$ cat src/hw/core_pkg.sv
// shared widths, opcodes, instruction views and pipeline register types for the integer core
package core_pkg;

    parameter int XLEN   = 32;
    parameter int REG_AW = 5;

    typedef logic [XLEN-1:0]   word_t;
    typedef logic [REG_AW-1:0] reg_addr_t;

    // primary opcodes
    localparam logic [5:0] OP_SPECIAL = 6'h00;
    localparam logic [5:0] OP_BEQ     = 6'h04;
    localparam logic [5:0] OP_BNE     = 6'h05;
    localparam logic [5:0] OP_ADDIU   = 6'h09;
    localparam logic [5:0] OP_ORI     = 6'h0d;
    localparam logic [5:0] OP_LUI     = 6'h0f;
    localparam logic [5:0] OP_LW      = 6'h23;
    localparam logic [5:0] OP_SW      = 6'h2b;

    // funct field of SPECIAL
    localparam logic [5:0] FN_SLL  = 6'h00;
    localparam logic [5:0] FN_ADDU = 6'h21;
    localparam logic [5:0] FN_SUBU = 6'h23;
    localparam logic [5:0] FN_AND  = 6'h24;
    localparam logic [5:0] FN_OR   = 6'h25;
    localparam logic [5:0] FN_XOR  = 6'h26;
    localparam logic [5:0] FN_SLT  = 6'h2a;

    typedef enum logic [3:0] {
        ALU_NOP,
        ALU_ADD,
        ALU_SUB,
        ALU_AND,
        ALU_OR,
        ALU_XOR,
        ALU_SLT,
        ALU_SLL,
        ALU_LUI
    } alu_op_e;

    typedef struct packed {
        logic [5:0] opcode;
        reg_addr_t  rs;
        reg_addr_t  rt;
        reg_addr_t  rd;
        logic [4:0] shamt;
        logic [5:0] funct;
    } inst_r_t;

    typedef struct packed {
        logic [5:0]  opcode;
        reg_addr_t   rs;
        reg_addr_t   rt;
        logic [15:0] imm;
    } inst_i_t;

    // one word, read as R-format or I-format
    typedef union packed {
        inst_r_t r;
        inst_i_t i;
    } inst_u;

    typedef struct packed {
        word_t pc;
        inst_u inst;
        logic  valid;
    } if_id_t;

    typedef struct packed {
        logic      valid;
        alu_op_e   alu_op;
        word_t     opr1;
        word_t     opr2;
        word_t     sdata;
        logic      we;
        reg_addr_t dest;
        logic      is_load;
        logic      is_store;
        word_t     pc;
    } id_ex_t;

    typedef struct packed {
        logic      valid;
        word_t     result;
        word_t     sdata;
        logic      we;
        reg_addr_t dest;
        logic      is_load;
        logic      is_store;
        word_t     pc;
    } ex_mem_t;

    typedef struct packed {
        logic      valid;
        logic      we;
        reg_addr_t dest;
        word_t     wdata;
        word_t     pc;
    } mem_wb_t;

    // not_ready marks a load whose data is still on the way
    typedef struct packed {
        logic      we;
        reg_addr_t dest;
        word_t     value;
        logic      not_ready;
    } fwd_t;

endpackage
$ cat src/hw/core_top.sv
// core top level, connects the five pipeline stages to the instruction bus, data bus and trace port
`timescale 1ns/1ps

module core_top #(
    parameter core_pkg::word_t RESET_PC = 32'hbfc0_0000
) (
    input  logic                clk_i,
    input  logic                rst_i,

    output logic                ibus_en_o,
    output core_pkg::word_t     ibus_addr_o,
    input  core_pkg::word_t     ibus_rdata_i,

    output logic                dbus_en_o,
    output logic [3:0]          dbus_wen_o,
    output core_pkg::word_t     dbus_addr_o,
    output core_pkg::word_t     dbus_wdata_o,
    input  core_pkg::word_t     dbus_rdata_i,

    output core_pkg::word_t     debug_wb_pc_o,
    output logic [3:0]          debug_wb_wen_o,
    output core_pkg::reg_addr_t debug_wb_wraddr_o,
    output core_pkg::word_t     debug_wb_wrdata_o
);

    core_pkg::if_id_t  if_id;
    core_pkg::id_ex_t  id_ex;
    core_pkg::ex_mem_t ex_mem;
    core_pkg::mem_wb_t mem_wb;
    core_pkg::fwd_t    ex_fwd;
    core_pkg::fwd_t    mem_fwd;
    core_pkg::word_t   branch_target;
    logic              branch_taken;
    logic              stall;

    fetch_stage #(
        .RESET_PC (RESET_PC)
    ) u_fetch (
        .clk_i           (clk_i),
        .rst_i           (rst_i),
        .stall_i         (stall),
        .branch_taken_i  (branch_taken),
        .branch_target_i (branch_target),
        .ibus_rdata_i    (ibus_rdata_i),
        .ibus_en_o       (ibus_en_o),
        .ibus_addr_o     (ibus_addr_o),
        .if_id_o         (if_id)
    );

    decode_stage u_decode (
        .clk_i           (clk_i),
        .rst_i           (rst_i),
        .if_id_i         (if_id),
        .ex_fwd_i        (ex_fwd),
        .mem_fwd_i       (mem_fwd),
        .wb_i            (mem_wb),
        .stall_o         (stall),
        .branch_taken_o  (branch_taken),
        .branch_target_o (branch_target),
        .id_ex_o         (id_ex)
    );

    execute_stage u_execute (
        .clk_i    (clk_i),
        .rst_i    (rst_i),
        .id_ex_i  (id_ex),
        .ex_fwd_o (ex_fwd),
        .ex_mem_o (ex_mem)
    );

    memory_stage u_memory (
        .clk_i        (clk_i),
        .rst_i        (rst_i),
        .ex_mem_i     (ex_mem),
        .dbus_rdata_i (dbus_rdata_i),
        .dbus_en_o    (dbus_en_o),
        .dbus_wen_o   (dbus_wen_o),
        .dbus_addr_o  (dbus_addr_o),
        .dbus_wdata_o (dbus_wdata_o),
        .mem_fwd_o    (mem_fwd),
        .mem_wb_o     (mem_wb)
    );

    // write-back trace
    assign debug_wb_pc_o     = mem_wb.pc;
    assign debug_wb_wen_o    = {4{mem_wb.we}};
    assign debug_wb_wraddr_o = mem_wb.dest;
    assign debug_wb_wrdata_o = mem_wb.wdata;

endmodule

$ cat src/hw/memory_stage.sv
// data bus access and load data selection, registers the memory/write-back register
`timescale 1ns/1ps

module memory_stage (
    input  logic              clk_i,
    input  logic              rst_i,
    input  core_pkg::ex_mem_t ex_mem_i,
    input  core_pkg::word_t   dbus_rdata_i,
    output logic              dbus_en_o,
    output logic [3:0]        dbus_wen_o,
    output core_pkg::word_t   dbus_addr_o,
    output core_pkg::word_t   dbus_wdata_o,
    output core_pkg::fwd_t    mem_fwd_o,
    output core_pkg::mem_wb_t mem_wb_o
);

    core_pkg::word_t wdata;

    // full words only, so every byte lane is written
    assign dbus_en_o    = ex_mem_i.valid && (ex_mem_i.is_load || ex_mem_i.is_store);
    assign dbus_wen_o   = {4{ex_mem_i.valid && ex_mem_i.is_store}};
    assign dbus_addr_o  = ex_mem_i.result;
    assign dbus_wdata_o = ex_mem_i.sdata;

    assign wdata = ex_mem_i.is_load ? dbus_rdata_i : ex_mem_i.result;

    always_comb begin
        mem_fwd_o.we        = ex_mem_i.valid && ex_mem_i.we;
        mem_fwd_o.dest      = ex_mem_i.dest;
        mem_fwd_o.value     = wdata;
        mem_fwd_o.not_ready = 1'b0;
    end

    always_ff @(posedge clk_i) begin
        if (rst_i) begin
            mem_wb_o.valid <= 1'b0;
            mem_wb_o.we    <= 1'b0;
        end else begin
            mem_wb_o.valid <= ex_mem_i.valid;
            mem_wb_o.we    <= ex_mem_i.valid && ex_mem_i.we;
            mem_wb_o.dest  <= ex_mem_i.dest;
            mem_wb_o.wdata <= wdata;
            mem_wb_o.pc    <= ex_mem_i.pc;
        end
    end

    // base and offset from decode must land on a word boundary
    a_word_aligned: assert property (@(posedge clk_i) disable iff (rst_i)
        dbus_en_o |-> dbus_addr_o[1:0] == 2'b00);

endmodule

$ cat src/hw/execute_stage.sv
// ALU and effective address generation, registers the result into the execute/memory register
`timescale 1ns/1ps

module execute_stage (
    input  logic              clk_i,
    input  logic              rst_i,
    input  core_pkg::id_ex_t  id_ex_i,
    output core_pkg::fwd_t    ex_fwd_o,
    output core_pkg::ex_mem_t ex_mem_o
);

    core_pkg::word_t alu_res;
    core_pkg::word_t a, b;

    assign a = id_ex_i.opr1;
    assign b = id_ex_i.opr2;

    // loads and stores come in as ALU_ADD of base and offset
    always_comb begin
        case (id_ex_i.alu_op)
            core_pkg::ALU_ADD: alu_res = a + b;
            core_pkg::ALU_SUB: alu_res = a - b;
            core_pkg::ALU_AND: alu_res = a & b;
            core_pkg::ALU_OR:  alu_res = a | b;
            core_pkg::ALU_XOR: alu_res = a ^ b;
            core_pkg::ALU_SLT: alu_res = {31'b0, $signed(a) < $signed(b)};
            core_pkg::ALU_SLL: alu_res = a << b[4:0];
            core_pkg::ALU_LUI: alu_res = b;
            default:           alu_res = '0;
        endcase
    end

    // load results are not known until the memory stage
    always_comb begin
        ex_fwd_o.we        = id_ex_i.valid && id_ex_i.we;
        ex_fwd_o.dest      = id_ex_i.dest;
        ex_fwd_o.value     = alu_res;
        ex_fwd_o.not_ready = id_ex_i.is_load;
    end

    always_ff @(posedge clk_i) begin
        if (rst_i) begin
            ex_mem_o.valid <= 1'b0;
        end else begin
            ex_mem_o.valid    <= id_ex_i.valid;
            ex_mem_o.result   <= alu_res;
            ex_mem_o.sdata    <= id_ex_i.sdata;
            ex_mem_o.we       <= id_ex_i.we;
            ex_mem_o.dest     <= id_ex_i.dest;
            ex_mem_o.is_load  <= id_ex_i.is_load;
            ex_mem_o.is_store <= id_ex_i.is_store;
            ex_mem_o.pc       <= id_ex_i.pc;
        end
    end

endmodule

$ cat src/hw/decode_stage.sv
// instruction decode, operand forwarding, branch resolution and load-use stall
`timescale 1ns/1ps

module decode_stage (
    input  logic              clk_i,
    input  logic              rst_i,
    input  core_pkg::if_id_t  if_id_i,
    input  core_pkg::fwd_t    ex_fwd_i,
    input  core_pkg::fwd_t    mem_fwd_i,
    input  core_pkg::mem_wb_t wb_i,
    output logic              stall_o,
    output logic              branch_taken_o,
    output core_pkg::word_t   branch_target_o,
    output core_pkg::id_ex_t  id_ex_o
);

    core_pkg::inst_u   inst;
    core_pkg::word_t   rf_rs, rf_rt;
    core_pkg::word_t   rs_val, rt_val;
    core_pkg::word_t   imm_sext;
    core_pkg::id_ex_t  id_ex_d;
    logic              use_rs, use_rt;
    logic              is_beq, is_bne;
    logic              load_hazard;

    // newest producer wins
    function automatic core_pkg::word_t fwd_value(core_pkg::reg_addr_t ra,
                                                  core_pkg::word_t rf_val,
                                                  core_pkg::fwd_t ex,
                                                  core_pkg::fwd_t mem);
        if (ex.we && ex.dest == ra) begin
            return ex.value;
        end
        if (mem.we && mem.dest == ra) begin
            return mem.value;
        end
        return rf_val;
    endfunction

    assign inst = if_id_i.inst;

    reg_file u_reg_file (
        .clk_i (clk_i),
        .rst_i (rst_i),
        .ra1_i (inst.r.rs),
        .ra2_i (inst.r.rt),
        .rd1_o (rf_rs),
        .rd2_o (rf_rt),
        .we_i  (wb_i.valid && wb_i.we),
        .wa_i  (wb_i.dest),
        .wd_i  (wb_i.wdata)
    );

    assign rs_val   = fwd_value(inst.r.rs, rf_rs, ex_fwd_i, mem_fwd_i);
    assign rt_val   = fwd_value(inst.r.rt, rf_rt, ex_fwd_i, mem_fwd_i);
    assign imm_sext = {{16{inst.i.imm[15]}}, inst.i.imm};

    always_comb begin
        id_ex_d          = '0;
        id_ex_d.alu_op   = core_pkg::ALU_NOP;
        id_ex_d.opr1     = rs_val;
        id_ex_d.opr2     = rt_val;
        id_ex_d.sdata    = rt_val;
        id_ex_d.dest     = inst.i.rt;
        id_ex_d.pc       = if_id_i.pc;
        use_rs           = 1'b1;
        use_rt           = 1'b0;
        is_beq           = 1'b0;
        is_bne           = 1'b0;
        case (inst.i.opcode)
            core_pkg::OP_SPECIAL: begin
                use_rt       = 1'b1;
                id_ex_d.we   = 1'b1;
                id_ex_d.dest = inst.r.rd;
                case (inst.r.funct)
                    core_pkg::FN_ADDU: id_ex_d.alu_op = core_pkg::ALU_ADD;
                    core_pkg::FN_SUBU: id_ex_d.alu_op = core_pkg::ALU_SUB;
                    core_pkg::FN_AND:  id_ex_d.alu_op = core_pkg::ALU_AND;
                    core_pkg::FN_OR:   id_ex_d.alu_op = core_pkg::ALU_OR;
                    core_pkg::FN_XOR:  id_ex_d.alu_op = core_pkg::ALU_XOR;
                    core_pkg::FN_SLT:  id_ex_d.alu_op = core_pkg::ALU_SLT;
                    core_pkg::FN_SLL: begin
                        use_rs         = 1'b0;
                        id_ex_d.alu_op = core_pkg::ALU_SLL;
                        id_ex_d.opr1   = rt_val;
                        id_ex_d.opr2   = {27'b0, inst.r.shamt};
                    end
                    default: id_ex_d.we = 1'b0;
                endcase
            end
            core_pkg::OP_ADDIU: begin
                id_ex_d.alu_op = core_pkg::ALU_ADD;
                id_ex_d.opr2   = imm_sext;
                id_ex_d.we     = 1'b1;
            end
            core_pkg::OP_ORI: begin
                id_ex_d.alu_op = core_pkg::ALU_OR;
                id_ex_d.opr2   = {16'b0, inst.i.imm};
                id_ex_d.we     = 1'b1;
            end
            core_pkg::OP_LUI: begin
                use_rs         = 1'b0;
                id_ex_d.alu_op = core_pkg::ALU_LUI;
                id_ex_d.opr2   = {inst.i.imm, 16'b0};
                id_ex_d.we     = 1'b1;
            end
            core_pkg::OP_LW: begin
                id_ex_d.alu_op  = core_pkg::ALU_ADD;
                id_ex_d.opr2    = imm_sext;
                id_ex_d.we      = 1'b1;
                id_ex_d.is_load = 1'b1;
            end
            core_pkg::OP_SW: begin
                use_rt           = 1'b1;
                id_ex_d.alu_op   = core_pkg::ALU_ADD;
                id_ex_d.opr2     = imm_sext;
                id_ex_d.is_store = 1'b1;
            end
            core_pkg::OP_BEQ: begin
                use_rt = 1'b1;
                is_beq = 1'b1;
            end
            core_pkg::OP_BNE: begin
                use_rt = 1'b1;
                is_bne = 1'b1;
            end
            default: ;
        endcase
        // r0 is never written
        if (id_ex_d.dest == '0) begin
            id_ex_d.we = 1'b0;
        end
        id_ex_d.valid = if_id_i.valid && !stall_o;
    end

    // load in execute feeding a source used here
    assign load_hazard = ex_fwd_i.we && ex_fwd_i.not_ready &&
                         ((use_rs && inst.r.rs == ex_fwd_i.dest) ||
                          (use_rt && inst.r.rt == ex_fwd_i.dest));
    assign stall_o     = if_id_i.valid && load_hazard;

    assign branch_taken_o  = if_id_i.valid && !stall_o &&
                             ((is_beq && rs_val == rt_val) || (is_bne && rs_val != rt_val));
    assign branch_target_o = if_id_i.pc + 32'd4 + {imm_sext[29:0], 2'b00};

    always_ff @(posedge clk_i) begin
        if (rst_i) begin
            id_ex_o.valid <= 1'b0;
        end else begin
            id_ex_o <= id_ex_d;
        end
    end

    // the bubble behind a stall is never a load
    a_single_stall: assert property (@(posedge clk_i) disable iff (rst_i) stall_o |=> !stall_o);

endmodule

$ cat src/hw/reg_file.sv
// two-read one-write register file, a read of the word being written returns the new value
`timescale 1ns/1ps

module reg_file (
    input  logic                clk_i,
    input  logic                rst_i,
    input  core_pkg::reg_addr_t ra1_i,
    input  core_pkg::reg_addr_t ra2_i,
    output core_pkg::word_t     rd1_o,
    output core_pkg::word_t     rd2_o,
    input  logic                we_i,
    input  core_pkg::reg_addr_t wa_i,
    input  core_pkg::word_t     wd_i
);

    core_pkg::word_t regs [2**core_pkg::REG_AW];

    function automatic core_pkg::word_t read_port(core_pkg::reg_addr_t ra);
        if (ra == '0) begin
            return '0;
        end
        if (we_i && wa_i == ra) begin
            return wd_i;
        end
        return regs[ra];
    endfunction

    always_comb begin
        rd1_o = read_port(ra1_i);
        rd2_o = read_port(ra2_i);
    end

    always_ff @(posedge clk_i) begin
        if (we_i) begin
            regs[wa_i] <= wd_i;
        end
    end

    // decode drops writes to r0 before they reach write-back
    a_no_r0_write: assert property (@(posedge clk_i) disable iff (rst_i) we_i |-> wa_i != '0);

endmodule

$ cat src/hw/fetch_stage.sv
// program counter and instruction fetch, registers the fetched word into the fetch/decode register
`timescale 1ns/1ps

module fetch_stage #(
    parameter core_pkg::word_t RESET_PC = 32'hbfc0_0000
) (
    input  logic             clk_i,
    input  logic             rst_i,
    input  logic             stall_i,
    input  logic             branch_taken_i,
    input  core_pkg::word_t  branch_target_i,
    input  core_pkg::word_t  ibus_rdata_i,
    output logic             ibus_en_o,
    output core_pkg::word_t  ibus_addr_o,
    output core_pkg::if_id_t if_id_o
);

    logic            run_q;
    core_pkg::word_t pc_q;
    core_pkg::word_t pc_next;

    assign ibus_en_o   = run_q;
    assign ibus_addr_o = pc_q;

    // target lands once the delay slot is being fetched
    assign pc_next = branch_taken_i ? branch_target_i : pc_q + 32'd4;

    always_ff @(posedge clk_i) begin
        if (rst_i) begin
            run_q         <= 1'b0;
            pc_q          <= RESET_PC;
            if_id_o.valid <= 1'b0;
        end else begin
            run_q <= 1'b1;
            if (run_q && !stall_i) begin
                pc_q          <= pc_next;
                if_id_o.pc    <= pc_q;
                if_id_o.inst  <= ibus_rdata_i;
                if_id_o.valid <= 1'b1;
            end
        end
    end

endmodule

$ cat config.mk
export PLATFORM = sky130hd
export DESIGN_NAME = core_top
export DESIGN_NICKNAME = d
export VERILOG_FILES = /design/src/hw/core_pkg.sv /design/src/hw/core_top.sv /design/src/hw/memory_stage.sv /design/src/hw/execute_stage.sv /design/src/hw/decode_stage.sv /design/src/hw/reg_file.sv /design/src/hw/fetch_stage.sv
export SDC_FILE = /design/constraint.sdc
export NUM_CORES = 2
export LEC_CHECK = 0
export BUFFER_PORTS_ARGS = -buffer_cell sky130_fd_sc_hd__clkbuf_2
export CELL_PAD_IN_SITES_DETAIL_PLACEMENT = 0
export CELL_PAD_IN_SITES_GLOBAL_PLACEMENT = 2
export CORE_ASPECT_RATIO = 1.2
export CORE_UTILIZATION = 46
export CTS_CLUSTER_DIAMETER = 40
export CTS_CLUSTER_SIZE = 8
export DETAILED_ROUTE_END_ITERATION = 10
export GPL_TIMING_DRIVEN = 0
export PLACE_DENSITY = 0.84
export SLEW_MARGIN = 20
export SYNTH_ARGS = -nofsm -noshare
export SYNTH_HDL_FRONTEND = slang
export SYNTH_SLANG_ARGS = --single-unit
$ cat constraint.sdc
create_clock -name clk_i -period 13.6 [get_ports clk_i]
set_clock_uncertainty 0.05 [all_clocks]
set_input_delay 1.36 -clock clk_i [delete_from_list [all_inputs] [get_ports clk_i]]
set_output_delay 1.36 -clock clk_i [all_outputs]
set_load 0.01 [all_outputs]
==> metrics.yaml <==
dp_hpwl_mm: 266
power.net_switching_mw: 3.89
ys.warnings.count: 0
port_buffers: 239
slack_of_the_critical_path_ns: 4.15
detail_route.drc_violations: 0
crit_fanout: 12
detailedRoute.firstIterationViolations: 9190
fp.dieW_um: 376
cellInternalPower_mw: 9.07
drv.max_cap_violation_count: 0
ys_seq_elements: 1449
timing.critical_path.max_delay_family: "compound AO/OA/AOI/OAI gates"
synth_async_sr_flop_share_pct: 0
power.leakage_nw: 32.1
timing_worst_setup_path_type: "reg2reg"
io_pins: 241
power.share.combinational_pct: 18.4
largest_stage_delay_on_the_critical_path_ns: 0.81
nets: 6390
numPlacedInstances: 8143
synth_commonest_cells: "edfxtp_1, mux4_2, mux2i_1"
postSynthCellCount: 5544
routedWlPerCell_um: 42.2
placement.cell_area_um2: 83900
power.density_cell_area_nw_per_um2: 142
power.switching_fraction_pct: 30.0
worst_hold_path_type: "reg2reg"
seq_power_share_pct: 40.5
grt_pass1_vias: 56833
synth_enable_flop_cells: 1401
dr_total_vias: 59555
syn-num-nets: 5785
global_route_wire_length_before_repair_mm: 480
cp.arrival_ns: 10.14
yosys-top-cells-area: "edfxtp_1, mux4_2, mux2i_1"
critical_path_required_ns: 14.28
cts-htree-levels: 4
clk-insertion-delay-late_ns: 0.90
post_synth_num_cell_types: 104
start_util_pct: 46.3
die-height_um: 450
timing.final.crit_share_pct: 69.5
synth_area_um2: 77100
cts_max_path_buffers: 3
grt.total_usage_pct: 41.9
cts.sinks: 1449
synthFlopType: "edfxtp_1"
run_status: "complete, no violations"
multi_input_gate_area_in_the_final_layout_um2: 31100
vdd_ir_drop_max_uv: 120
worst_slew_pin_slew_ns: 1.37
synth_sequential_area_ratio_pct: 55.8
maxSlewHeadroom_pct: 8.04
global_route.overflow_total: 0
drt.antenna.violating_nets: 0
setup-violations-final: 0
placement.setup.worst_slack_ns: 4.28
vias_per_cell: 6.99
critPathBufInv: 5
antenna_found_initial: 23
grt_max_degree: 56
place_congestion: 1.03
postCtsHoldBufs: 0
stdcell_area_um2: 91000
aggregate_routed_wire_length_mm: 360
tritoncts: "built"
critical_path.cell_chain: "inv_1 -> clkbuf_1 -> clkbuf_1 -> buf_2 -> ha_1 -> or2_2 -> a211o_1 -> a21oi_1 -> o21ai_0 -> a32o_1 -> o21ai_0 -> o211ai_1 -> o211ai_1 -> xor2_1 -> nor4_1 -> nand4_1 -> or4_4 -> nor4_4 -> mux2_4 -> buf_4 -> or2_2 -> a31o_1"
yosys.cell_count.top_type: "edfxtp_1"
stdcell_count: 8517
maxClockFrequency_mhz: 106
cts_root_buf: "clkbuf_16"
timing_hold_violations_final: 0
finalWorstPathRequiredPeriod_ns: 9.45
design.core.area_um2: 166000
cts.clk_slew.worst_paths_ns: 0.05
die-area_um2: 169000
first_pass_iters: 8
post_synth.cell_area_avg_um2: 13.9
area.sequential_um2: 43000
synth_top_area_share_pct: 54.6
std_cell_rows: 164
pwr-share-clk_pct: 41.1
crit_path_start_kind: "flip-flop"
final_layout_size_suffix_gt1_share_pct: 25.5
end_kind: "flip-flop"
area.growth.synth_to_final_pct: 18.1
postCtsSetupBuffers: 0
cts_buffers: 226
cell_type_with_the_highest_aggregate_area_in_the_netlist: "edfxtp_1"
rsz0062_at_grt: "no"
num-fill-cells: 13650
cp_slowest_cell: "o211ai_1"
ctsResizeCount: 0
timing_max_transition_violations_final: 0
[cells by family (layout without fill, tap and decap cells)]
kind of cell / count (synthesis) / after routing / share of synthesized area, %
mux: 846 / 846 / 18.3
compound gates: 1101 / 1101 / 9.83
other cells: 0 / 9 / 0
buf+inv: 680 / 1403 / 4.45
fa+ha+maj: 175 / 175 / 2.87
xor+xnor: 94 / 94 / 1.07
simple gates: 1199 / 1199 / 7.65
flops: 1449 / 1449 / 55.8
[flip-flops by register name (all words and copies together) (netlist names), named ones only]
signal / flops
u_fetch.ibus_addr_o: 32
u_fetch.if_id_o: 65
u_fetch.ibus_en_o: 1
u_memory.mem_wb_o: 71
u_decode.id_ex_o: 141
u_execute.ex_mem_o: 105
u_decode.u_reg_file.regs: 1024
[placed cells by master (no fill, tap or decap), types with 32 or more instances in the layout]
cell and n:
buf_16 38, o22ai_1 52, buf_4 184, nor2_4 34, mux2_2 54, o211ai_1 44, a221oi_1 53, clkbuf_16 226
nand2_1 316, nand4_1 63, o21ai_0 166, clkbuf_2 252, mux2i_1 344, nor3_1 86, nor4_1 32, nand3_1 134
clkbuf_1 215, nor2b_1 50, edfxtp_1 1401, mux4_2 446, a22oi_1 127, dfxtp_1 48, inv_1 153, nor2_1 250
buf_1 37, and3_1 35, a211oi_1 40, buf_2 119, a21oi_1 243, a31oi_1 40, xnor2_1 59, xor2_1 35
ha_1 172, buf_8 33, buf_12 49
[metrics by stage]
step                      hold WS, ns  total power [mW]  TNS (ns)  util (%)
after floorplan                 0.350              6.53         0         -
after CTS                       0.359              12.8         0      54.5
after global routing            0.360              13.2         0      54.7
after detailed placement        0.355              7.59         0      50.4
final                           0.359              13.0         0      54.7
after global placement          0.351              7.56   -540.61      48.7
[path summary, 6_finish.rpt]
check,end,from,slack [ns],cells past startpoint
setup / recovery,u_fetch.ibus_addr_o[0],u_decode.id_ex_o[73],4.15,22
hold / removal,u_execute.ex_mem_o[46],u_decode.id_ex_o[46],0.36,0
setup reg to reg,u_fetch.ibus_addr_o[0],u_decode.id_ex_o[73],4.15,22
hold reg to reg,u_execute.ex_mem_o[46],u_decode.id_ex_o[46],0.36,0
[per-layer routing]
metal / vias up / global-route usage, % / routed length [um]
li1: 23253 / - / -
met3: 1340 / 13.6 / 42700
met1: 30141 / 47.9 / 119000
met2: 4801 / 64.7 / 162000
met5: - / 0 / 136
met4: 20 / 33.4 / 35400
[power by group through the flow]
stage               Clock [mW]  Combinational (mW)  Sequential, mW
floorplan                    0                1.26            5.26
global placement             0                2.16            5.40
detailed placement           0                2.23            5.36
CTS                       5.31                2.24            5.27
global route              5.49                2.43            5.25
finish                    5.32                2.38            5.25
[cell type report]
cell class / count / area share [%]
Antenna cell: 9 / 0.0247
Buffer: 519 / 3.14
Clock buffer: 277 / 6.46
Clock inverter: 69 / 0.991
Inverter: 161 / 0.664
Multi-Input combinational cell: 3415 / 34.1
Sequential cell: 1449 / 47.3
Tap cell: 2241 / 3.08
Timing Repair Buffer: 377 / 4.24
[worst register-to-register path: cells and delay by family, from the launching register on]
| family | cells | cell delay [ns] |
|---|---|---|
| flip-flops | 1 | 0.67 |
| buffers and inverters | 5 | 2.13 |
| AND/OR/NAND/NOR | 6 | 2.35 |
| multiplexers | 1 | 0.43 |
| adder cells (fa/ha/maj) | 1 | 0.33 |
| XOR/XNOR | 1 | 0.25 |
| AO/OA/AOI/OAI | 8 | 3.09 |
Note: power is estimated with default switching activity, not from simulation.
